==> config.mk <==
export PLATFORM = sky130hd
export DESIGN_NAME = l2_req_decode_flat
export DESIGN_NICKNAME = d
export VERILOG_FILES = /design/src/rtl/l2_arr_pkg.sv /design/src/rtl/l2_cut_pkg.sv /design/src/rtl/l2_mem_if.sv /design/src/rtl/l2_req_decode.sv /design/src/flat_wrapper.sv
export VERILOG_INCLUDE_DIRS = /design/src /design/src/rtl
export SDC_FILE = /design/constraint.sdc
export NUM_CORES = 1
export LEC_CHECK = 0
export ABC_AREA = 1
export ABC_CLOCK_PERIOD_IN_PS = 800
export BUFFER_PORTS_ARGS = -buffer_cell sky130_fd_sc_hd__clkbuf_2
export CAP_MARGIN = 20
export CORE_AREA = 2 2 67 69
export CTS_CLUSTER_DIAMETER = 120
export DETAILED_ROUTE_END_ITERATION = 10
export DIE_AREA = 0 0 69 71
export GPL_ROUTABILITY_DRIVEN = 0
export PLACE_DENSITY_LB_ADDON = 0.3
export SYNTH_ARGS = -nofsm -noshare
export SYNTH_HDL_FRONTEND = slang
export SYNTH_SLANG_ARGS = --single-unit
==> constraint.sdc <==
create_clock -name clk_i -period 0.8 [get_ports clk_i]
set_input_delay 0.16 -clock clk_i [delete_from_list [all_inputs] [get_ports clk_i]]
set_output_delay 0.16 -clock clk_i [all_outputs]
set_load 0.02 [all_outputs]
==> src/rtl/l2_mem_settings.svh <==
/*
  Geometry of the L2 scratchpad and of the SRAM cuts it is built from.
  Included by the packages and by any RTL that checks the cut grid.
  Derived counts follow from the base values and must stay powers of two.
*/

`ifndef L2_MEM_SETTINGS_SVH
`define L2_MEM_SETTINGS_SVH

// Byte address width, 2 KiB of storage
`define L2_ADDR_W 11

// Width of the memory port
`define L2_DATA_W 64

// Total capacity in bytes
`define L2_N_BYTES 2048

// One cut, keep in line with the macro that gets placed
`define L2_CUT_DW 32
`define L2_CUT_N_WORDS 64

// Columns of cuts side by side to cover the port width
`define L2_N_PAR_CUTS (`L2_DATA_W / `L2_CUT_DW)

// Rows of cuts stacked to cover the capacity
`define L2_N_SER_CUTS (`L2_N_BYTES / (`L2_N_PAR_CUTS * `L2_CUT_N_WORDS * `L2_CUT_DW / 8))

// Power of two test for the cut grid
`define L2_IS_POW2(x) ((((x) & ((x) - 1)) == 0) && ((x) > 0))

`endif

==> src/rtl/l2_arr_pkg.sv <==
/*
  Types seen at the memory port of the scratchpad.
  Also gives the positions of the word and row fields in a byte address.
*/

`include "l2_mem_settings.svh"

package l2_arr_pkg;

  localparam int unsigned ADDR_W = `L2_ADDR_W;
  localparam int unsigned DATA_W = `L2_DATA_W;
  localparam int unsigned STRB_W = DATA_W / 8;

  // Number of cut rows
  localparam int unsigned N_SER_CUTS = `L2_N_SER_CUTS;

  localparam int unsigned WORD_IDX_W = $clog2(`L2_CUT_N_WORDS);
  localparam int unsigned ROW_IDX_W  = $clog2(N_SER_CUTS);

  // Byte offset bits sit below the word index, the row index on top
  localparam int unsigned WORD_IDX_OFF = $clog2(STRB_W);
  localparam int unsigned ROW_IDX_OFF  = WORD_IDX_OFF + WORD_IDX_W;

  typedef logic [ADDR_W-1:0]     arr_addr_t;
  typedef logic [DATA_W-1:0]     arr_data_t;
  typedef logic [STRB_W-1:0]     arr_strb_t;
  typedef logic [WORD_IDX_W-1:0] word_idx_t;
  typedef logic [ROW_IDX_W-1:0]  row_idx_t;

endpackage

==> src/rtl/l2_cut_pkg.sv <==
/*
  Types of a single SRAM cut and of the column bundle that forms one row.
  A row bundle is as wide as the memory port.
*/

`include "l2_mem_settings.svh"

package l2_cut_pkg;

  localparam int unsigned CUT_DW      = `L2_CUT_DW;
  localparam int unsigned CUT_STRB_W  = CUT_DW / 8;
  localparam int unsigned CUT_N_WORDS = `L2_CUT_N_WORDS;

  // Columns per row
  localparam int unsigned N_PAR_CUTS = `L2_N_PAR_CUTS;

  typedef logic [$clog2(CUT_N_WORDS)-1:0] cut_addr_t;
  typedef logic [CUT_DW-1:0]              cut_data_t;
  typedef logic [CUT_STRB_W-1:0]          cut_strb_t;

  // Column 0 holds the low bits of the port word
  typedef cut_data_t [N_PAR_CUTS-1:0] cut_row_data_t;
  typedef cut_strb_t [N_PAR_CUTS-1:0] cut_row_strb_t;

endpackage

==> src/rtl/l2_mem_if.sv <==
/*
  Interfaces between the pipeline stages of the scratchpad.
  l2_cut_req_if carries a decoded request to the cut array, and the return
  stage watches it through the mon modport. l2_cut_rsp_if carries the read
  data of all rows back from the array.
*/

interface l2_cut_req_if
  import l2_arr_pkg::*, l2_cut_pkg::*;
();

  // One-hot, zero when idle
  logic [N_SER_CUTS-1:0] row_req;
  row_idx_t              row_idx;
  logic                  we;
  cut_addr_t             word_addr;
  cut_row_data_t         wdata;
  cut_row_strb_t         be;

  modport src (
    output row_req, row_idx, we, word_addr, wdata, be
  );

  modport dst (
    input row_req, row_idx, we, word_addr, wdata, be
  );

  // Return stage only needs to know which row is being accessed
  modport mon (
    input row_req, row_idx
  );

endinterface


==> src/rtl/l2_req_decode.sv <==
/*
  Pipeline stage 1 of the scratchpad.
  Splits the byte address into word and row index, builds the one-hot row
  request and slices data and strobe per column. While idle the last word
  and row index are held so the macro address pins do not toggle.
*/

module l2_req_decode
  import l2_arr_pkg::*;
  import l2_cut_pkg::*;
(
  input  logic      clk_i,
  input  logic      rst_ni,
  input  logic      req_i,
  input  logic      we_i,
  input  arr_addr_t addr_i,
  input  arr_data_t wdata_i,
  input  arr_strb_t be_i,
  l2_cut_req_if.src cut_o
);

  word_idx_t             word_idx_d, word_idx_q;
  row_idx_t              row_idx_d, row_idx_q;
  logic [N_SER_CUTS-1:0] row_req;
  cut_row_data_t         col_wdata;
  cut_row_strb_t         col_be;

  // Take new fields only with a request
  assign word_idx_d = req_i ? addr_i[WORD_IDX_OFF +: WORD_IDX_W] : word_idx_q;
  assign row_idx_d  = req_i ? addr_i[ROW_IDX_OFF +: ROW_IDX_W] : row_idx_q;

  always_comb begin
    row_req            = '0;
    row_req[row_idx_d] = req_i;
  end

  // Column c gets its own slice of the port word
  always_comb begin
    for (int c = 0; c < N_PAR_CUTS; c++) begin
      col_wdata[c] = wdata_i[c*CUT_DW +: CUT_DW];
      col_be[c]    = be_i[c*CUT_STRB_W +: CUT_STRB_W];
    end
  end

  always_ff @(posedge clk_i or negedge rst_ni) begin
    if (!rst_ni) begin
      word_idx_q <= '0;
      row_idx_q  <= '0;
    end else begin
      word_idx_q <= word_idx_d;
      row_idx_q  <= row_idx_d;
    end
  end

  assign cut_o.row_req   = row_req;
  assign cut_o.row_idx   = row_idx_d;
  assign cut_o.we        = we_i;
  assign cut_o.word_addr = word_idx_d;
  assign cut_o.wdata     = col_wdata;
  assign cut_o.be        = col_be;

endmodule

==> src/flat_wrapper.sv <==
// flat-port wrapper written by rule: the top's interface ports become plain ports
module l2_req_decode_flat import l2_arr_pkg::*; import l2_cut_pkg::*;
  (clk_i, rst_ni, req_i, we_i, addr_i, wdata_i, be_i, cut_o_row_req, cut_o_row_idx, cut_o_we, cut_o_word_addr, cut_o_wdata, cut_o_be);
  l2_cut_req_if cut_o_i ();
  input  logic clk_i;
  input  logic rst_ni;
  input  logic req_i;
  input  logic we_i;
  input  arr_addr_t addr_i;
  input  arr_data_t wdata_i;
  input  arr_strb_t be_i;
  output wire logic [$bits(cut_o_i.row_req)-1:0] cut_o_row_req;
  output wire logic [$bits(cut_o_i.row_idx)-1:0] cut_o_row_idx;
  output wire logic [$bits(cut_o_i.we)-1:0] cut_o_we;
  output wire logic [$bits(cut_o_i.word_addr)-1:0] cut_o_word_addr;
  output wire logic [$bits(cut_o_i.wdata)-1:0] cut_o_wdata;
  output wire logic [$bits(cut_o_i.be)-1:0] cut_o_be;
  assign cut_o_row_req = cut_o_i.row_req;
  assign cut_o_row_idx = cut_o_i.row_idx;
  assign cut_o_we = cut_o_i.we;
  assign cut_o_word_addr = cut_o_i.word_addr;
  assign cut_o_wdata = cut_o_i.wdata;
  assign cut_o_be = cut_o_i.be;
  l2_req_decode u_core (.clk_i(clk_i), .rst_ni(rst_ni), .req_i(req_i), .we_i(we_i), .addr_i(addr_i), .wdata_i(wdata_i), .be_i(be_i), .cut_o(cut_o_i));
endmodule
==> out/metrics.cfg, run 1 <==
[outcome]
status=finished, violations left
violations=negative setup slack

[worst_setup_path]
cp.arrival_ns=0.86
path_class=register to output pin
cp_max_fo=2
cp.required_ns=0.64
endpoint_kind=output pin
start_kind=register

[finish]
seq_area_sq_um=200
drive_gt1_share_pct=60.0
final_design_area_no_fill_sq_um=739
antennaDiodeCount=0
fillers=482
area_growth_pct=-16.3
num-nets-final=164
multi_input_area_sq_um=140

[route]
via_count=479
ant_nets=0
drc=0
dr.pass1.iters=3
drt-initial-drc-count=7
wl_mm=1.91
routed_wire_length_per_instance_um=15.0
via_per_inst=3.77

[floorplan]
num_rows=24
die_width_um=69
ios=172
die-area_sq_um=4900
die_h_um=71
initial_core_util_pct=21.0
core_sq_um=4200

[clocking]
clock_latency_ns=0.23
clkTransAtPathRegs_ns=0.04
htreeDepth=1
cts_buffer_depth=2
cts_sinks=8
tritoncts=done
numCtsBuffers=3
cts-root-buf=clkbuf_8

[timing]
finalSetupViolCount=13
post-route-min-period_ns=1.02
rsz0062_at_grt=true
finalWorstSetupSlack_ns=-0.219
whs_ns=0.220
hold_viol=0
worstMarginPinSlew_ns=0.212
slew_headroom_pct=85.8
period_share_pct=127
slew_viol_final=0
fmax_ghz=0.982
skew_ns=0

[power]
peakVddDrop_uv=753
leakagePower_nw=0.379
p_per_area_nw_per_um2=1750
power_frac_clock_pct=36.5
p_sw_w=0.000333
p_sw_share_pct=25.8
comb_power_share_pct=28.6
power.internal_w=0.000959
p_seq_share_pct=34.9

[synthesis]
syn_avg_cell_area_sq_um=7.68
synth_top_family_by_area=buffers and inverters
synth_top_cell_by_area=buf_4
synth_nets=202
postSynth.asyncResetShare_pct=100
synth_compound_area_share_pct=0
ys_types=6
synth_most_common_cell=buf_4
synth.top_cell.area_share_pct=62.0
synth_mux_area_share_pct=0
ys_warn_count=0
ys_seq_area_share_pct=22.7
syn_area_sq_um=883
yosys-top-cells-count=73 x buf_4, 26 x nand2_1, 8 x dfrtp_1, 4 x nor2_1, 3 x inv_1
synth_edf_count=0
synth-seq-cells=8
synth_cells=115
yosys-top-cells-area=buf_4 62%, dfrtp_1 23%, nand2_1 11%
yosys.area_share.simple_pct=12.7
synth_xor_area_share_pct=0
synth_fa_ha_area_share_pct=0
synthFlopType=dfrtp_1

[global_route]
track_usage_pct=7.47
first_global_vias=512
grt_max_degree=11
grt-ovfl-total=0
antenna_found_initial=0
grt_pass1_wl_mm=2.70

[flow_run]
maxCapViolCount=0

[placed_design]
port_buffers=22
placed_area_sq_um=544
dpl_worst_slack_ns=-0.199
hpwl_mm=1.54

[min_path]
hp-class=primary input to register

-- critical path, stage by stage (launching register included) --
cell and delay [ns]:
dfrtp_1 0.35, nand2_1 0.07, nand2_2 0.07, buf_8 0.13
-- kinds of logic (layout without fill, tap and decap cells) --
| family | count (synthesis) | count (layout) |
|---|---|---|
| flops | 8 | 8 |
| simple gates | 30 | 30 |
| buf+inv | 77 | 37 |
-- state kept, by name, summed over array words and instances (netlist names) --
name	cells
u_core.row_idx_q	2
u_core.word_idx_q	6
-- layout make-up --
type | count | area share [%]
Clock buffer | 3 | 5.58
Inverter | 3 | 2.03
Multi-Input combinational cell | 30 | 19.0
Sequential cell | 8 | 27.1
Tap cell | 52 | 8.80
Timing Repair Buffer | 31 | 37.6
-- power groups by stage --
stage	sequential [W]	clock, W	combinational (W)
detailed placement	0.000456	0	0.000247
floorplan	0.000454	0	0.000656
CTS	0.000451	0.000488	0.000311
finish	0.000450	0.000472	0.000370
global route	0.000454	0.000508	0.000399
global placement	0.000456	0	0.000246
-- layout by cell type (no fill, tap or decap) --
cell type,instances
nand2_1,16
clkinvlp_4,1
clkbuf_2,10
dfrtp_1,8
buf_6,4
inv_1,2
buf_8,7
nor2_1,3
buf_4,9
clkbuf_8,3
nor2_2,1
nand2_2,10
dlygate4sd3_1,1
-- stage by stage --
stage	instances	util, %	total power (W)	TNS (ns)
CTS	125	16.0	0.00125	-2.25
finish	127	17.6	0.00129	-1.99
global route	127	17.6	0.00136	-2.64
floorplan	115	-	0.00111	0
detailed placement	121	12.9	0.000704	-2.04
global placement	121	12.9	0.000702	-1.86
-- layer usage --
metal / GRT usage [%] / part of all wire (%) / vias to the layer above
li1: - / - / 190
met1: 5.12 / 24 / 185
met2: 10.3 / 44 / 68
met3: 6.98 / 20 / 36
met4: 10.0 / 12 / 0
met5: 0 / 0 / -
-- worst paths after layout --
check	slack, ns	cells after the start	endpoint	startpoint
max in group asynchronous	0.29	2	u_core.word_idx_q[4]	rst_ni
min in group asynchronous	0.32	2	u_core.word_idx_q[1]	rst_ni
worst min-delay path	0.22	3	u_core.row_idx_q[1]	addr_i[10]
worst max-delay path	-0.22	3	cut_o_word_addr[3]	u_core.word_idx_q[3]
worst max register to register	-0.02	4	u_core.word_idx_q[0]	u_core.word_idx_q[0]
worst min register to register	0.48	2	u_core.row_idx_q[0]	u_core.row_idx_q[0]
-- repair_timing --
action | in CTS | in global routing
cloned | 0 | 0
hold buffers | 1 | 0
endpoints found under the setup margin | 12 | 12
resized for setup | 22 | 26
pin swaps | 0 | 4
buffers inserted | 0 | 2
endpoints found under the hold margin | 8 | 0
Note: power is estimated with default switching activity, not from simulation.
==> run 2, diff against run 1 <==
--- a/config.mk
+++ b/config.mk
@@ -6,14 +6,13 @@
 export SDC_FILE = /design/constraint.sdc
 export NUM_CORES = 1
 export LEC_CHECK = 0
-export ABC_AREA = 1
 export ABC_CLOCK_PERIOD_IN_PS = 800
 export BUFFER_PORTS_ARGS = -buffer_cell sky130_fd_sc_hd__clkbuf_2
 export CAP_MARGIN = 20
-export CORE_AREA = 2 2 67 69
+export CORE_AREA = 2 2 66 68
 export CTS_CLUSTER_DIAMETER = 120
 export DETAILED_ROUTE_END_ITERATION = 10
-export DIE_AREA = 0 0 69 71
+export DIE_AREA = 0 0 68 70
 export GPL_ROUTABILITY_DRIVEN = 0
 export PLACE_DENSITY_LB_ADDON = 0.3
 export SYNTH_ARGS = -nofsm -noshare
==> run 2 against run 1 <==
Net effect: the flow still finishes with violations (negative setup slack); critical path depth shrank 1; routed wire length down 6.2%; final cell count fell by 17%; register-to-register slack worse by 0.05 ns; fmax decreased by 12%; critical endpoint is now cut_o_row_idx[1]; highest routed layer unchanged.
==> out/metrics.cfg, run 2 <==
[outcome]
status=finished, violations left
violations=negative setup slack

[finish]
largestRegisters=u_core.word_idx_q x6, u_core.row_idx_q x2
final_common_cell=buf_6
area_growth_pct=-11.7
antennaDiodeCount=0
regMostFlops=u_core.word_idx_q
fillers=464
final_design_area_no_fill_sq_um=801
num-nets-final=142
fin_util_pct=19.3
final_cell_mix=12 x buf_6, 9 x clkbuf_2, 8 x mux2_4, 8 x dfrtp_1, 4 x buf_8
largest_register_ffs=6
drive_gt1_share_pct=83.0

[min_path]
hp-start=addr_i[5]
hp-class=primary input to register
whs_path_depth=2
hold_path_end=u_core.word_idx_q[2]

[power]
peakVddDrop_uv=655
leakagePower_nw=0.385
p_per_area_nw_per_um2=1720

[floorplan]
ios=172
num_rows=24
die_width_um=68
initial_core_util_pct=21.9
core_sq_um=4140
die_h_um=70
die-area_sq_um=4760

[timing]
slew_viol_final=0
skew_ns=0
finalWorstSetupSlack_ns=-0.361
worstMarginPinSlew_ns=0.218
rsz0062_at_grt=true
slew_headroom_pct=85.5
period_share_pct=145
post-route-min-period_ns=1.16
fmax_ghz=0.861
finalSetupViolCount=17
hold_viol=0

[global_route]
grt_max_degree=9
antenna_found_initial=0
grt_pass1_wl_mm=2.35
grt-ovfl-total=0
track_usage_pct=6.88
first_global_vias=421

[synthesis]
ys_types=8
synth-seq-cells=8
synth_edf_count=0
synth.top_cell.area_share_pct=60.4
syn_avg_cell_area_sq_um=9.65
yosys-top-cells-count=73 x buf_4, 8 x dfrtp_1, 6 x mux2_4, 2 x and3b_2, 2 x mux2_2
synth_cells=94
synth_top_cell_by_area=buf_4
synthFlopType=dfrtp_1
synth_nets=181
syn_area_sq_um=907
yosys-top-cells-area=buf_4 60%, dfrtp_1 22%, mux2_4 9.9%
postSynth.asyncResetShare_pct=100
ys_seq_area_share_pct=22.1
synth_most_common_cell=buf_4
ys_warn_count=0

[worst_setup_path]
start_kind=register
worstReg2RegEnd=u_core.word_idx_q[5]
path_class=register to output pin
rrSetupSlack_ns=-0.07
reg2regPathDepth=2
cp_max_fo=2
cp.arrival_ns=1.00
reg2reg_from=u_core.word_idx_q[5]
cp.required_ns=0.64
endpoint_kind=output pin

[route]
via_per_inst=3.77
drc=0
dr.pass1.iters=4
via_count=396
routed_wire_length_per_instance_um=17.0
wl_mm=1.79
drt-initial-drc-count=4
ant_nets=0

[clocking]
tritoncts=done
cts-root-buf=clkbuf_8
cts_sinks=8
cts_buffer_depth=2
htreeDepth=1
clkTransAtPathRegs_ns=0.04
numCtsBuffers=3
clock_latency_ns=0.22

[placed_design]
placed_area_sq_um=556
port_buffers=22

[flow_run]
maxCapViolCount=0

run 2: worst max-delay path, cell delays in order, from the launching register on:
cell	delay (ns)
dfrtp_1	0.35
mux2_4	0.29
buf_8	0.13
run 2: logic make-up after synthesis:
kind of cell,count (synthesis),synth area share (%)
buffers and inverters,74,61.7
muxes,8,12.4
DFF,8,22.1
and+or+nand+nor,4,3.86
run 2: how the worst max path moves through the flow:
stage | from | end | slack, ns | cells after the start
finish | u_core.row_idx_q[1] | cut_o_row_idx[1] | -0.36 | 2
detailed placement | req_i | cut_o_row_idx[0] | -0.25 | 4
CTS | u_core.word_idx_q[1] | cut_o_word_addr[1] | -0.38 | 2
global route | u_core.row_idx_q[1] | cut_o_row_idx[1] | -0.39 | 2
global placement | req_i | cut_o_row_idx[0] | -0.24 | 4
floorplan | u_core.row_idx_q[0] | cut_o_row_idx[0] | 0.003 | 1
run 2: power by group:
part | leakage, nW | switching [W] | internal, W
Clock | 0.0216 | 0.000150 | 0.000325
Combinational | 0.270 | 0.000175 | 0.000270
Sequential | 0.0935 | 0.0000102 | 0.000447
run 2: metrics by stage:
step / power (W) / setup WS, ns / hold WS (ns) / setup TNS (ns) / instances
2_1_floorplan: 0.00116 / 0.00339 / -0.136 / 0 / 94
3_3_place_gp: 0.000733 / -0.244 / 0.0268 / -2.71 / 95
3_5_place_dp: 0.000733 / -0.250 / 0.0282 / -2.81 / 95
4_1_cts: 0.00132 / -0.376 / 0.174 / -3.59 / 103
5_1_grt: 0.00145 / -0.394 / 0.191 / -3.84 / 105
6_report: 0.00138 / -0.361 / 0.189 / -3.46 / 105
run 2: timing repair:
action                                 in CTS  in global routing
gates resized for setup                    14                 31
setup buffers                               3                  3
setup endpoints to repair                  12                 15
gates cloned                                1                  0
hold buffers                                1                  0
endpoints found under the hold margin       8                  0
run 2: final cells by class:
type | instances | area, sq um | share of cell area (%)
clock buffers | 3 | 41.3 | 5.16
multi-input cells | 12 | 164 | 20.5
flip-flops and latches | 8 | 200 | 25.0
well taps | 52 | 65.1 | 8.12
repair buffers | 30 | 330 | 41.3
run 2: per-layer routing:
layer  track usage [%]  wire (um)  share of wire, %  vias up
li1                  -          -                 -      142
met1              6.58        526                29      167
met2              7.98        745                42       53
met3              4.19        314                18       34
met4              10.2        203                11        0
met5                 0          0                 0        -
