### src/rtl/l2_mem_settings.svh
/*
  Geometry of the L2 scratchpad and of the SRAM cuts it is built from.
  Included by the packages and by any RTL that checks the cut grid.
  Derived counts follow from the base values and must stay powers of two.
*/

`ifndef L2_MEM_SETTINGS_SVH
`define L2_MEM_SETTINGS_SVH

// Byte address width, 2 KiB of storage
`define L2_ADDR_W 11

// Width of the memory port
`define L2_DATA_W 64

// Total capacity in bytes
`define L2_N_BYTES 2048

// One cut, keep in line with the macro that gets placed
`define L2_CUT_DW 32
`define L2_CUT_N_WORDS 64

// Columns of cuts side by side to cover the port width
`define L2_N_PAR_CUTS (`L2_DATA_W / `L2_CUT_DW)

// Rows of cuts stacked to cover the capacity
`define L2_N_SER_CUTS (`L2_N_BYTES / (`L2_N_PAR_CUTS * `L2_CUT_N_WORDS * `L2_CUT_DW / 8))

// Power of two test for the cut grid
`define L2_IS_POW2(x) ((((x) & ((x) - 1)) == 0) && ((x) > 0))

`endif

### src/rtl/l2_arr_pkg.sv
/*
  Types seen at the memory port of the scratchpad.
  Also gives the positions of the word and row fields in a byte address.
*/

`include "l2_mem_settings.svh"

package l2_arr_pkg;

  localparam int unsigned ADDR_W = `L2_ADDR_W;
  localparam int unsigned DATA_W = `L2_DATA_W;
  localparam int unsigned STRB_W = DATA_W / 8;

  // Number of cut rows
  localparam int unsigned N_SER_CUTS = `L2_N_SER_CUTS;

  localparam int unsigned WORD_IDX_W = $clog2(`L2_CUT_N_WORDS);
  localparam int unsigned ROW_IDX_W  = $clog2(N_SER_CUTS);

  // Byte offset bits sit below the word index, the row index on top
  localparam int unsigned WORD_IDX_OFF = $clog2(STRB_W);
  localparam int unsigned ROW_IDX_OFF  = WORD_IDX_OFF + WORD_IDX_W;

  typedef logic [ADDR_W-1:0]     arr_addr_t;
  typedef logic [DATA_W-1:0]     arr_data_t;
  typedef logic [STRB_W-1:0]     arr_strb_t;
  typedef logic [WORD_IDX_W-1:0] word_idx_t;
  typedef logic [ROW_IDX_W-1:0]  row_idx_t;

endpackage

### src/rtl/l2_cut_pkg.sv
/*
  Types of a single SRAM cut and of the column bundle that forms one row.
  A row bundle is as wide as the memory port.
*/

`include "l2_mem_settings.svh"

package l2_cut_pkg;

  localparam int unsigned CUT_DW      = `L2_CUT_DW;
  localparam int unsigned CUT_STRB_W  = CUT_DW / 8;
  localparam int unsigned CUT_N_WORDS = `L2_CUT_N_WORDS;

  // Columns per row
  localparam int unsigned N_PAR_CUTS = `L2_N_PAR_CUTS;

  typedef logic [$clog2(CUT_N_WORDS)-1:0] cut_addr_t;
  typedef logic [CUT_DW-1:0]              cut_data_t;
  typedef logic [CUT_STRB_W-1:0]          cut_strb_t;

  // Column 0 holds the low bits of the port word
  typedef cut_data_t [N_PAR_CUTS-1:0] cut_row_data_t;
  typedef cut_strb_t [N_PAR_CUTS-1:0] cut_row_strb_t;

endpackage

### src/rtl/l2_mem_if.sv
/*
  Interfaces between the pipeline stages of the scratchpad.
  l2_cut_req_if carries a decoded request to the cut array, and the return
  stage watches it through the mon modport. l2_cut_rsp_if carries the read
  data of all rows back from the array.
*/

interface l2_cut_req_if
  import l2_arr_pkg::*, l2_cut_pkg::*;
();

  // One-hot, zero when idle
  logic [N_SER_CUTS-1:0] row_req;
  row_idx_t              row_idx;
  logic                  we;
  cut_addr_t             word_addr;
  cut_row_data_t         wdata;
  cut_row_strb_t         be;

  modport src (
    output row_req, row_idx, we, word_addr, wdata, be
  );

  modport dst (
    input row_req, row_idx, we, word_addr, wdata, be
  );

  // Return stage only needs to know which row is being accessed
  modport mon (
    input row_req, row_idx
  );

endinterface

interface l2_cut_rsp_if
  import l2_arr_pkg::*, l2_cut_pkg::*;
();

  cut_row_data_t [N_SER_CUTS-1:0] rdata;

  modport src (output rdata);
  modport dst (input rdata);

endinterface

### src/rtl/l2_read_return.sv
/*
  Pipeline stage 3 of the scratchpad.
  Registers whether a request was taken and which row it hit, then picks
  that row out of the array read data. Response valid trails the request
  by one cycle for reads and writes alike.
*/

module l2_read_return
  import l2_arr_pkg::*;
  import l2_cut_pkg::*;
(
  input  logic       clk_i,
  input  logic       rst_ni,
  l2_cut_req_if.mon  cut_i,
  l2_cut_rsp_if.dst  rsp_i,
  output logic       rvalid_o,
  output arr_data_t  rdata_o
);

  logic          req;
  logic          req_q;
  row_idx_t      row_idx_q;
  cut_row_data_t row_rdata;

  // Row request is one-hot, any bit set means a request was taken
  assign req = |cut_i.row_req;

  always_ff @(posedge clk_i or negedge rst_ni) begin
    if (!rst_ni) begin
      req_q     <= 1'b0;
      row_idx_q <= '0;
    end else begin
      req_q     <= req;
      row_idx_q <= cut_i.row_idx;
    end
  end

  // Cut outputs are registered, so they line up with row_idx_q
  assign row_rdata = rsp_i.rdata[row_idx_q];

  assign rvalid_o = req_q;
  assign rdata_o  = row_rdata;

endmodule

### src/flat_wrapper.sv
// flat-port wrapper written by rule: the top's interface ports become plain ports
module l2_read_return_flat import l2_arr_pkg::*; import l2_cut_pkg::*;
  (clk_i, rst_ni, rvalid_o, rdata_o, cut_i_row_req, cut_i_row_idx, rsp_i_rdata);
  l2_cut_req_if cut_i_i ();
  l2_cut_rsp_if rsp_i_i ();
  input  logic clk_i;
  input  logic rst_ni;
  output logic rvalid_o;
  output arr_data_t rdata_o;
  input wire logic [$bits(cut_i_i.row_req)-1:0] cut_i_row_req;
  input wire logic [$bits(cut_i_i.row_idx)-1:0] cut_i_row_idx;
  input wire logic [$bits(rsp_i_i.rdata)-1:0] rsp_i_rdata;
  assign cut_i_i.row_req = cut_i_row_req;
  assign cut_i_i.row_idx = cut_i_row_idx;
  assign rsp_i_i.rdata = rsp_i_rdata;
  l2_read_return u_core (.clk_i(clk_i), .rst_ni(rst_ni), .cut_i(cut_i_i), .rsp_i(rsp_i_i), .rvalid_o(rvalid_o), .rdata_o(rdata_o));
endmodule
### config.mk
export PLATFORM = sky130hd
export DESIGN_NAME = l2_read_return_flat
export DESIGN_NICKNAME = d
export VERILOG_FILES = /design/src/rtl/l2_arr_pkg.sv /design/src/rtl/l2_cut_pkg.sv /design/src/rtl/l2_mem_if.sv /design/src/rtl/l2_read_return.sv /design/src/flat_wrapper.sv
export VERILOG_INCLUDE_DIRS = /design/src /design/src/rtl
export SDC_FILE = /design/constraint.sdc
export NUM_CORES = 1
export LEC_CHECK = 0
export ABC_AREA = 0
export BUFFER_PORTS_ARGS = -buffer_cell sky130_fd_sc_hd__buf_2
export CORE_AREA = 2 2 127 129
export DETAILED_ROUTE_END_ITERATION = 6
export DIE_AREA = 0 0 129 131
export HOLD_SLACK_MARGIN = 0.15
export PLACE_DENSITY = 0.46
export RECOVER_POWER = 25
export SYNTH_ARGS = -nofsm -noshare
export SYNTH_HDL_FRONTEND = slang
export SYNTH_SLANG_ARGS = --single-unit
export TNS_END_PERCENT = 100
### constraint.sdc
create_clock -name clk_i -period 1.5 [get_ports clk_i]
set_clock_uncertainty 0.1 [all_clocks]
set_input_delay 0.3 -clock clk_i [delete_from_list [all_inputs] [get_ports clk_i]]
set_output_delay 0.3 -clock clk_i [all_outputs]
set_load 0.05 [all_outputs]
==> results of run 1 <==
## layout make-up
class	instances	area, µm²	area share [%]
Timing Repair Buffer	346	2330	55.37
Multi-Input combinational cell	65	1449	34.43
Tap cell	216	270.3	6.423
Sequential cell	3	80.08	1.903
Clock buffer	4	78.83	1.873
## path summary, 6_finish.rpt
path                                     start             endpoint  slack [ns]  cells past startpoint
max                        u_core.row_idx_q[0]          rdata_o[27]       -0.57                      4
max in group asynchronous               rst_ni  u_core.row_idx_q[0]        0.79                      2
min in group asynchronous               rst_ni      u_core.rvalid_o        0.32                      2
min                           cut_i_row_req[2]      u_core.rvalid_o        0.16                      2
## power breakdown
group	internal [mW]	leakage [nW]	total (mW)	switching [mW]
Combinational	0.905	1.97	1.93	1.02
Sequential	0.0862	0.0306	0.0906	0.00445
Clock	0.351	0.0382	0.424	0.0730
## what timing repair did
action	in CTS	in global routing
endpoints found under the setup margin	64	64
setup buffers	0	3
cloned	0	6
resized for setup	62	100
hold endpoints to repair	5	0
hold buffers	3	0
## per-stage QoR
stage               area, µm²  std cells  setup TNS (ns)  utilization [%]
floorplan                1699         82          -13.45                -
global placement         3536        618          -21.53            22.67
detailed placement       3536        618          -22.59            22.67
CTS                      3842        625          -37.00            24.64
global route             4208        634          -37.42            26.98
finish                   4208        634          -34.53            26.98
## per-layer routing
layer,vias to the layer above,global-route usage [%]
met5,-,0
met4,2,1.918
met3,10,1.425
met2,183,19.55
met1,1198,9.582
li1,1103,-
## registers in the layout, indices dropped and copies added, names as in the netlist
signal,cells
u_core.row_idx_q,2
u_core.rvalid_o,1
## kinds of logic (layout without fill, tap and decap cells)
logic type,count (synthesis),in the layout
mux,64,64
buf+inv,14,350
flops,3,3
simple gates,1,1
## placed cells by master, fill, tap and decap left out, types with 2 or more instances in the layout
master / instances
sky130_fd_sc_hd__mux4_2: 64
sky130_fd_sc_hd__buf_16: 2
sky130_fd_sc_hd__clkbuf_16: 7
sky130_fd_sc_hd__buf_2: 264
sky130_fd_sc_hd__clkbuf_1: 2
sky130_fd_sc_hd__buf_4: 9
sky130_fd_sc_hd__dlygate4sd3_1: 3
sky130_fd_sc_hd__buf_12: 4
sky130_fd_sc_hd__buf_8: 2
sky130_fd_sc_hd__buf_6: 57
==> flow_summary.json, run 1 <==
{
  "cts_buffers": 3,
  "clock_tree.htree_level_count": 1,
  "wl_met2_um": 5979,
  "power_per_cell_area_nw_per_um2": 580.6,
  "p_leak_nw": 2.043,
  "wl_met1_um": 3587,
  "globalRoute.totalOverflow": 0,
  "sum_of_net_half_perimeters_after_detailed_placement_um": 8394,
  "floorplan.rows": 46,
  "simple_gate_area_share_of_the_yosys_netlist_pct": 0.4402,
  "final_layout_size_suffix_gt1_share_pct": 98.33,
  "max_cap_violations": 0,
  "worst_pin_slew_ns": 0.2538,
  "worstPathCellList": "buf_4 > clkbuf_16 > mux4_2 > buf_6",
  "yosys-top-cells-area": "sky130_fd_sc_hd__mux4_2 79%, sky130_fd_sc_hd__buf_12 7.0%, sky130_fd_sc_hd__mux4_1 6.2%, sky130_fd_sc_hd__dfrtp_1 4.4%, sky130_fd_sc_hd__buf_2 1.8%",
  "layout_min_cycle_time_ns": 2.072,
  "rsz0062_at_grt": "true",
  "nFillCells": 1624,
  "path_buf_inv": 3,
  "synth_seq_area_share_pct": 4.402,
  "post_synthesis_cell_area_um2": 1705,
  "place_ws_ns": -0.4098,
  "status": "finished, violations left",
  "timing.critical_path.max_delay_family": "multiplexers",
  "worst-endpoint-required_ns": 1.10,
  "holdWs_ns": 0.1619,
  "wire_per_inst_um": 16.41,
  "violated_checks": "setup timing",
  "netlist_top_cells_count": "60 x sky130_fd_sc_hd__mux4_2, 6 x sky130_fd_sc_hd__buf_12, 6 x sky130_fd_sc_hd__buf_2",
  "worst_slew_margin_rel_pct": 83.20,
  "buffer_ports.inserted": 328,
  "vdd_ir_drop_max_mv": 0.4354,
  "synth.avg_cell_area_um2": 20.80,
  "fp.dieH_um": 131,
  "timing_limited_maximum_frequency_mhz": 482.7,
  "final.period_utilization_pct": 138.1,
  "tritoncts": "built",
  "globalRouteTotalUtil_pct": 9.300,
  "largest_net_degree_at_the_start_of_global_routing": 37,
  "finalPower_mw": 2.443,
  "initial_core_util_pct": 10.93,
  "finalWorstSetupSlack_ns": -0.5718,
  "antenna-diode-count": 0,
  "min_path_type": "input port to register",
  "yosys.area_share.adder_pct": 0,
  "grt_first_pass_wirelength_um": 12120,
  "dr.first_iter.drc_count": 81,
  "postSynth.asyncResetShare_pct": 100.0,
  "synth_top_family_by_area": "multiplexers",
  "initial_antenna_violation_count": 1,
  "max_stage_delay_ns": 0.52,
  "cp_slowest_cell": "sky130_fd_sc_hd__mux4_2",
  "pre_antenna_drt_iters": 4,
  "netlist-cell-type-count": 8,
  "arrival_ns": 1.67,
  "synth.area.mux_share_pct": 85.40,
  "synth_cells": 82,
  "drt-vias-per-instance": 3.937,
  "routabilityCongestion": 0.8129,
  "report.final.setup_viol": 64,
  "clockRootBuffer": "sky130_fd_sc_hd__clkbuf_16",
  "synth-compound-area-share_pct": 0,
  "die-width_um": 129,
  "clkTransAtPathRegs_ns": 0.03,
  "cts.sinks": 3,
  "area.growth.synth_to_final_pct": 146.7,
  "syn_nets": 346,
  "detail_route.drc_violations": 0,
  "yosys_register_bits": 3,
  "design.core.area_um2": 15600,
  "totalWireLength_um": 10400,
  "vias": 2496,
  "design.portCount": 329,
  "timing.critical_path.to_type": "output port",
  "synth_xor_area_share_pct": 0,
  "cts_buffer_depth": 2,
  "setup_crit_path_kind": "register to output port",
  "most_common_cell_in_the_netlist": "sky130_fd_sc_hd__mux4_2",
  "topRoutingLayerUsed": "met5",
  "first_global_vias": 2390,
  "drt.antenna.violating_nets": 0,
  "synth_enable_flop_cells": 0,
  "final_nets": 683,
  "timing.final.hold_violations": 0,
  "largest_fanout_on_the_critical_path": 7,
  "final-max-slew-violation-count": 0,
  "dr_wl_met3_um": 735,
  "postSynth.topFlopCell": "sky130_fd_sc_hd__dfrtp_1",
  "fp.dieArea_um2": 16900,
  "worst_setup_path_start_kind": "register",
  "netlist.area_leader.share_pct": 79.24,
  "synth.largest_area_cell": "sky130_fd_sc_hd__mux4_2",
  "synthesis.yosys.warnings": 0
}
Power figures use the tool's default switching activity.
==> inputs of run 2 (changes only) <==
--- a/config.mk
+++ b/config.mk
@@ -8,11 +8,10 @@
 export LEC_CHECK = 0
 export ABC_AREA = 0
 export BUFFER_PORTS_ARGS = -buffer_cell sky130_fd_sc_hd__buf_2
-export CORE_AREA = 2 2 127 129
+export CORE_AREA = 3 3 128 130
 export DETAILED_ROUTE_END_ITERATION = 6
-export DIE_AREA = 0 0 129 131
+export DIE_AREA = 0 0 131 133
 export HOLD_SLACK_MARGIN = 0.15
-export PLACE_DENSITY = 0.46
 export RECOVER_POWER = 25
 export SYNTH_ARGS = -nofsm -noshare
 export SYNTH_HDL_FRONTEND = slang
==> run 2 against run 1 <==
The flow still finishes with violations (setup timing). Via count fell by 0.32%. Count of clock-buffer cells in the layout did not move. Worst hold slack improved by 0.0063 ns. Worst setup slack got worse by 0.027 ns. Critical path depth did not move. Maximum frequency fell by 1.3%. Non-clock buffer count fell by 2. Total power rose by 1.6%. Sequential cell count did not move. Final area rose by 1.1%. Clock power barely moved.
==> flow_summary.json, run 2 (synthesis gave the netlist of run 1 again) <==
{
  "status": "finished, violations left",
  "violated_checks": "setup timing",
  "setup_crit_path_kind": "register to output port",
  "finalWorstSetupSlack_ns": -0.5984,
  "design.core.area_um2": 15260,
  "max_reg_flops": 2,
  "wire_per_inst_um": 18.27,
  "finalPower_mw": 2.483,
  "finalSetupTns_ns": -35.45,
  "p_leak_nw": 2.057,
  "rsz0062_at_grt": "true",
  "vias": 2488,
  "power_per_cell_area_nw_per_um2": 583.8,
  "cts_buffers": 3,
  "register_share_of_total_power_pct": 3.7,
  "detail_route.drc_violations": 0,
  "p_int_mw": 1.366,
  "buffer_ports.inserted": 328,
  "worst_slew_margin_rel_pct": 83.14,
  "max_flop_register": "u_core.row_idx_q",
  "min_delay_path_depth": 2,
  "hold_path_end": "u_core.rvalid_o",
  "vdd_ir_drop_max_mv": 1.019,
  "timing.hold.worst.start": "cut_i_row_req[2]",
  "largest_net_degree_at_the_start_of_global_routing": 33,
  "initial_core_util_pct": 11.18,
  "pre_antenna_drt_iters": 4,
  "cts_buffer_depth": 2,
  "clock_tree.htree_level_count": 1,
  "globalRoute.totalOverflow": 0,
  "totalWireLength_um": 11460,
  "antenna-diode-count": 0,
  "fp.dieH_um": 133,
  "clkPwrFrac_pct": 17.0,
  "max_cap_violations": 0,
  "dr.first_iter.drc_count": 80,
  "switchingPower_mw": 1.117,
  "globalRouteTotalUtil_pct": 11.73,
  "timing.critical_path.to_type": "output port",
  "netSwitchingFraction_pct": 44.98,
  "layout_min_cycle_time_ns": 2.098,
  "design.portCount": 329,
  "worst_setup_path_start_kind": "register",
  "timing.final.hold_violations": 0,
  "final-max-slew-violation-count": 0,
  "final.period_utilization_pct": 139.9,
  "timing.critical_path.max_delay_family": "multiplexers",
  "most_frequent_standard_cell_in_the_layout_excluding_fill_and_tap_cells": "sky130_fd_sc_hd__buf_2",
  "final_nets": 681,
  "max_stage_delay_ns": 0.54,
  "place_ws_ns": -0.4395,
  "comb_power_share_pct": 79.3,
  "min_path_type": "input port to register",
  "clockRootBuffer": "sky130_fd_sc_hd__clkbuf_16",
  "top_library_cells_by_usage_in_the_layout_fill_and_taps_aside": "263 x sky130_fd_sc_hd__buf_2, 64 x sky130_fd_sc_hd__mux4_2, 64 x sky130_fd_sc_hd__buf_6",
  "cp_slowest_cell": "sky130_fd_sc_hd__mux4_2",
  "fp.dieArea_um2": 17420,
  "tritoncts": "built",
  "final_layout_size_suffix_gt1_share_pct": 98.32,
  "die-width_um": 131,
  "drt.antenna.violating_nets": 0,
  "worst-endpoint-required_ns": 1.10,
  "timing_limited_maximum_frequency_mhz": 476.6,
  "layout.cell_area.non_filler_um2": 4253,
  "placedInstanceArea_um2": 3515,
  "floorplan.rows": 45,
  "worst_pin_slew_ns": 0.2546,
  "worstPathCellList": "buf_12 > buf_16 > mux4_2 > buf_6",
  "clkTransAtPathRegs_ns": 0.03,
  "path_buf_inv": 3,
  "drt-vias-per-instance": 3.968,
  "largest_fanout_on_the_critical_path": 8,
  "arrival_ns": 1.70,
  "initial_antenna_violation_count": 0,
  "area.growth.synth_to_final_pct": 149.4,
  "first_global_vias": 2791,
  "utilization_pct": 27.87,
  "report.final.setup_viol": 64,
  "routabilityCongestion": 0.8094,
  "grt_first_pass_wirelength_um": 15640,
  "cts.sinks": 3
}
## run 2: stage by stage
stage	hold slack (ns)	cells
6_report	0.1682	627
3_5_place_dp	0.003205	611
2_1_floorplan	-0.09559	82
3_3_place_gp	0.001020	611
4_1_cts	0.1675	626
5_1_grt	0.1736	627
## run 2: layout make-up
class	instances	area [µm²]
well taps	211	264.0
clock buffers	4	78.83
flip-flops and latches	3	80.08
fillers	1607	11010
multi-input cells	65	1449
repair buffers	344	2381
## run 2: timing repair
| action | in CTS | in global routing |
|---|---|---|
| gates cloned | 4 | 2 |
| hold buffers | 3 | 0 |
| endpoints found under the hold margin | 5 | 0 |
| gates resized for setup | 122 | 15 |
| buffers inserted | 4 | 0 |
| setup endpoints to repair | 64 | 64 |
## run 2: worst max path at each step
stage	cells past startpoint	endpoint	startpoint	slack, ns
after floorplan	3	rdata_o[10]	u_core.row_idx_q[0]	-0.22
after global placement	3	rdata_o[0]	u_core.row_idx_q[0]	-0.44
after detailed placement	3	rdata_o[0]	u_core.row_idx_q[0]	-0.44
after CTS	5	rdata_o[9]	u_core.row_idx_q[0]	-0.67
after global routing	4	rdata_o[0]	u_core.row_idx_q[0]	-0.65
final	4	rdata_o[13]	u_core.row_idx_q[0]	-0.60
## run 2: power groups by stage
stage / clock network (mW) / registers (mW) / logic, mW
after floorplan: 0 / 0.0898 / 1.09
after global placement: 0 / 0.0933 / 1.60
after detailed placement: 0 / 0.0934 / 1.62
after CTS: 0.424 / 0.0927 / 1.94
after global routing: 0.437 / 0.0935 / 2.07
final: 0.421 / 0.0929 / 1.97
## run 2: metal layers
metal  wire length, µm  track usage [%]  part of all wire, %  vias to the layer above
met4                39           0.9714                 0.34                        0
met1              4128            12.93                   36                     1217
met5                 0                0                    0                        -
met2              6410            23.56                   56                      169
li1                  -                -                    -                     1098
met3               877            2.059                  7.7                        4
==> inputs of run 3 (changes only) <==
--- a/config.mk
+++ b/config.mk
@@ -6,11 +6,11 @@
 export SDC_FILE = /design/constraint.sdc
 export NUM_CORES = 1
 export LEC_CHECK = 0
-export ABC_AREA = 0
+export ABC_AREA = 1
 export BUFFER_PORTS_ARGS = -buffer_cell sky130_fd_sc_hd__buf_2
-export CORE_AREA = 3 3 128 130
+export CORE_AREA = 3 3 126 128
 export DETAILED_ROUTE_END_ITERATION = 6
-export DIE_AREA = 0 0 131 133
+export DIE_AREA = 0 0 129 131
 export HOLD_SLACK_MARGIN = 0.15
 export RECOVER_POWER = 25
 export SYNTH_ARGS = -nofsm -noshare
==> run 3 against run 2 <==
The run still ends with setup timing left. First-iteration DRC count grew to 3.1 times the previous value. Synthesized cell count grew to 9.2 times the previous value. Core utilization is 11 points higher. Total power is 10% higher. Worst setup slack better by 0.20 ns. Count of clock-buffer cells in the layout stayed put. Global-route usage is 2.5 points higher. Non-clock buffer count is 5 higher. Largest power group unchanged.
==> flow_summary.json, run 3 <==
{
  "final_cells": 1253,
  "area.growth.synth_to_final_pct": 85.50,
  "place_ws_ns": -0.2229,
  "design.core.area_um2": 14980,
  "wire_per_inst_um": 11.20,
  "arrival_ns": 1.49,
  "synthesis.yosys.warnings": 0,
  "synth_cells": 753,
  "routabilityCongestion": 0.9471,
  "tritoncts": "built",
  "first_global_vias": 4268,
  "largest_net_degree_at_the_start_of_global_routing": 70,
  "vdd_ir_drop_max_mv": 0.2734,
  "grt_first_pass_wirelength_um": 19810,
  "drt-vias-per-instance": 4.092,
  "design.portCount": 329,
  "timing.final.hold_violations": 0,
  "vias": 5127,
  "max_flop_register": "u_core.row_idx_q",
  "max_reg_flops": 2,
  "netlist.area_leader.share_pct": 38.78,
  "final.period_utilization_pct": 126.3,
  "cts_buffers": 3,
  "synth_seq_area_share_pct": 2.416,
  "buffer_ports.inserted": 328,
  "most_frequent_standard_cell_in_the_layout_excluding_fill_and_tap_cells": "sky130_fd_sc_hd__buf_2",
  "max_cap_violations": 0,
  "synth_enable_flop_cells": 0,
  "min_path_type": "input port to register",
  "fp.dieH_um": 131,
  "place_inst": 1245,
  "status": "finished, violations left",
  "timing_limited_maximum_frequency_mhz": 527.8,
  "worst_slew_margin_rel_pct": 78.07,
  "post_synthesis_cell_area_um2": 3107,
  "clockRootBuffer": "sky130_fd_sc_hd__clkbuf_16",
  "postSynth.asyncResetShare_pct": 100.0,
  "worst_setup_path_start_kind": "register",
  "yosys_register_bits": 3,
  "floorplan.rows": 45,
  "detail_route.drc_violations": 0,
  "yosys-top-cells-area": "sky130_fd_sc_hd__nand2_1 39%, sky130_fd_sc_hd__inv_1 31%, sky130_fd_sc_hd__nand3_1 21%, sky130_fd_sc_hd__buf_2 4.8%, sky130_fd_sc_hd__dfrtp_1 2.4%",
  "report.final.setup_viol": 64,
  "die-width_um": 129,
  "worstPathCellList": "buf_12 > nand2_1 > nand3_1 > nand2_2 > buf_4",
  "netlist-cell-type-count": 10,
  "utilization_pct": 38.48,
  "cp_slowest_cell": "sky130_fd_sc_hd__dfrtp_4",
  "violated_checks": "setup timing",
  "globalRouteTotalUtil_pct": 14.19,
  "worst_pin_slew_ns": 0.3289,
  "largest_fanout_on_the_critical_path": 59,
  "clock_tree.htree_level_count": 1,
  "final_nets": 1330,
  "dr.first_iter.drc_count": 246,
  "initial_core_util_pct": 20.74,
  "cts.sinks": 3,
  "timing.critical_path.to_type": "output port",
  "power_per_cell_area_nw_per_um2": 474.8,
  "final-max-slew-violation-count": 0,
  "cts_buffer_depth": 2,
  "most_common_cell_in_the_netlist": "sky130_fd_sc_hd__nand2_1",
  "globalRoute.totalOverflow": 0,
  "top_library_cells_by_usage_in_the_layout_fill_and_taps_aside": "264 x sky130_fd_sc_hd__buf_2, 257 x sky130_fd_sc_hd__nand2_1, 256 x sky130_fd_sc_hd__inv_1",
  "netlist_top_cells_count": "321 x sky130_fd_sc_hd__nand2_1, 256 x sky130_fd_sc_hd__inv_1, 128 x sky130_fd_sc_hd__nand3_1",
  "layout_min_cycle_time_ns": 1.895,
  "initial_antenna_violation_count": 0,
  "holdWs_ns": 0.1846,
  "finalWorstSetupSlack_ns": -0.3946,
  "pre_antenna_drt_iters": 5,
  "final_layout_size_suffix_gt1_share_pct": 39.25,
  "clkTransAtPathRegs_ns": 0.03,
  "min_delay_path_depth": 3,
  "fp.dieArea_um2": 16900,
  "sum_of_net_half_perimeters_after_detailed_placement_um": 10950,
  "syn_nets": 1017,
  "setup_crit_path_kind": "register to output port",
  "antenna-diode-count": 0,
  "rsz0062_at_grt": "true",
  "drt.antenna.violating_nets": 0,
  "p_leak_nw": 4.123,
  "synth.avg_cell_area_um2": 4.126,
  "postSynth.topFlopCell": "sky130_fd_sc_hd__dfrtp_1",
  "synth.largest_area_cell": "sky130_fd_sc_hd__nand2_1",
  "max_stage_delay_ns": 0.53,
  "worst-endpoint-required_ns": 1.10,
  "totalWireLength_um": 14030
}
==> run 3: changes by cell type after synthesis, sizes merged <==
cell / previous run / this run
nand2: 0 / 321
inv: 0 / 258
nand3: 0 / 128
mux4: 64 / 0
buf: 13 / 38
clkbuf: 1 / 3
nor2: 0 / 2
or4: 1 / 0
==> run 3: metal layers <==
metal  part of all wire, %  track usage (%)  vias up
met1                    39            17.04     2188
met5                     0                0        -
met3                   7.5            2.358       16
met4                   1.3            2.347        0
met2                    52            26.80      209
li1                      -                -     2714
==> run 3: per-stage QoR <==
stage	total power [mW]	instance area, µm²	TNS, ns
final	2.737	5763	-21.34
after global routing	2.924	5763	-25.74
after CTS	2.677	5639	-21.85
after detailed placement	2.043	5206	-12.56
after global placement	2.037	5206	-10.89
after floorplan	1.373	3267	0
==> run 3: logic make-up after synthesis <==
| group | Yosys count | share of synthesized area (%) |
|---|---|---|
| buf+inv | 299 | 37.94 |
| simple gates | 451 | 59.65 |
| flops | 3 | 2.416 |
==> run 3: power by group <==
| part | total (mW) | internal (mW) | switching [mW] |
|---|---|---|---|
| sequential | 0.0931 | 0.0863 | 0.00681 |
| combinational | 2.22 | 0.902 | 1.32 |
| clock | 0.420 | 0.350 | 0.0692 |
==> run 3: final cells by class <==
class                      count  area (µm²)
tap                          188       235.2
multi-input combinational    451        2018
clock buffer                   4       78.83
sequential                     3       80.08
timing repair buffer         349        2375
inverter                     258       975.9
fill                        1669        9214
==> run 3: path summary, 6_finish.rpt <==
kind                                startpoint                   to
min                           cut_i_row_req[0]      u_core.rvalid_o
min in group asynchronous               rst_ni  u_core.row_idx_q[1]
max                        u_core.row_idx_q[0]           rdata_o[4]
max in group asynchronous               rst_ni  u_core.row_idx_q[0]
==> run 3: repair_timing <==
action / CTS / global route
hold endpoints to repair: 5 / 0
gates cloned: 0 / 0
resized for setup: 106 / 32
hold buffers: 3 / 0
setup buffers: 1 / 0
setup endpoints to repair: 64 / 64
==> run 3: critical path: cells and delay by family, from the launching register on <==
kind | cells | cell delay [ns]
buffers and inverters | 2 | 0.40
and+or+nand+nor | 3 | 0.32
DFF | 1 | 0.53
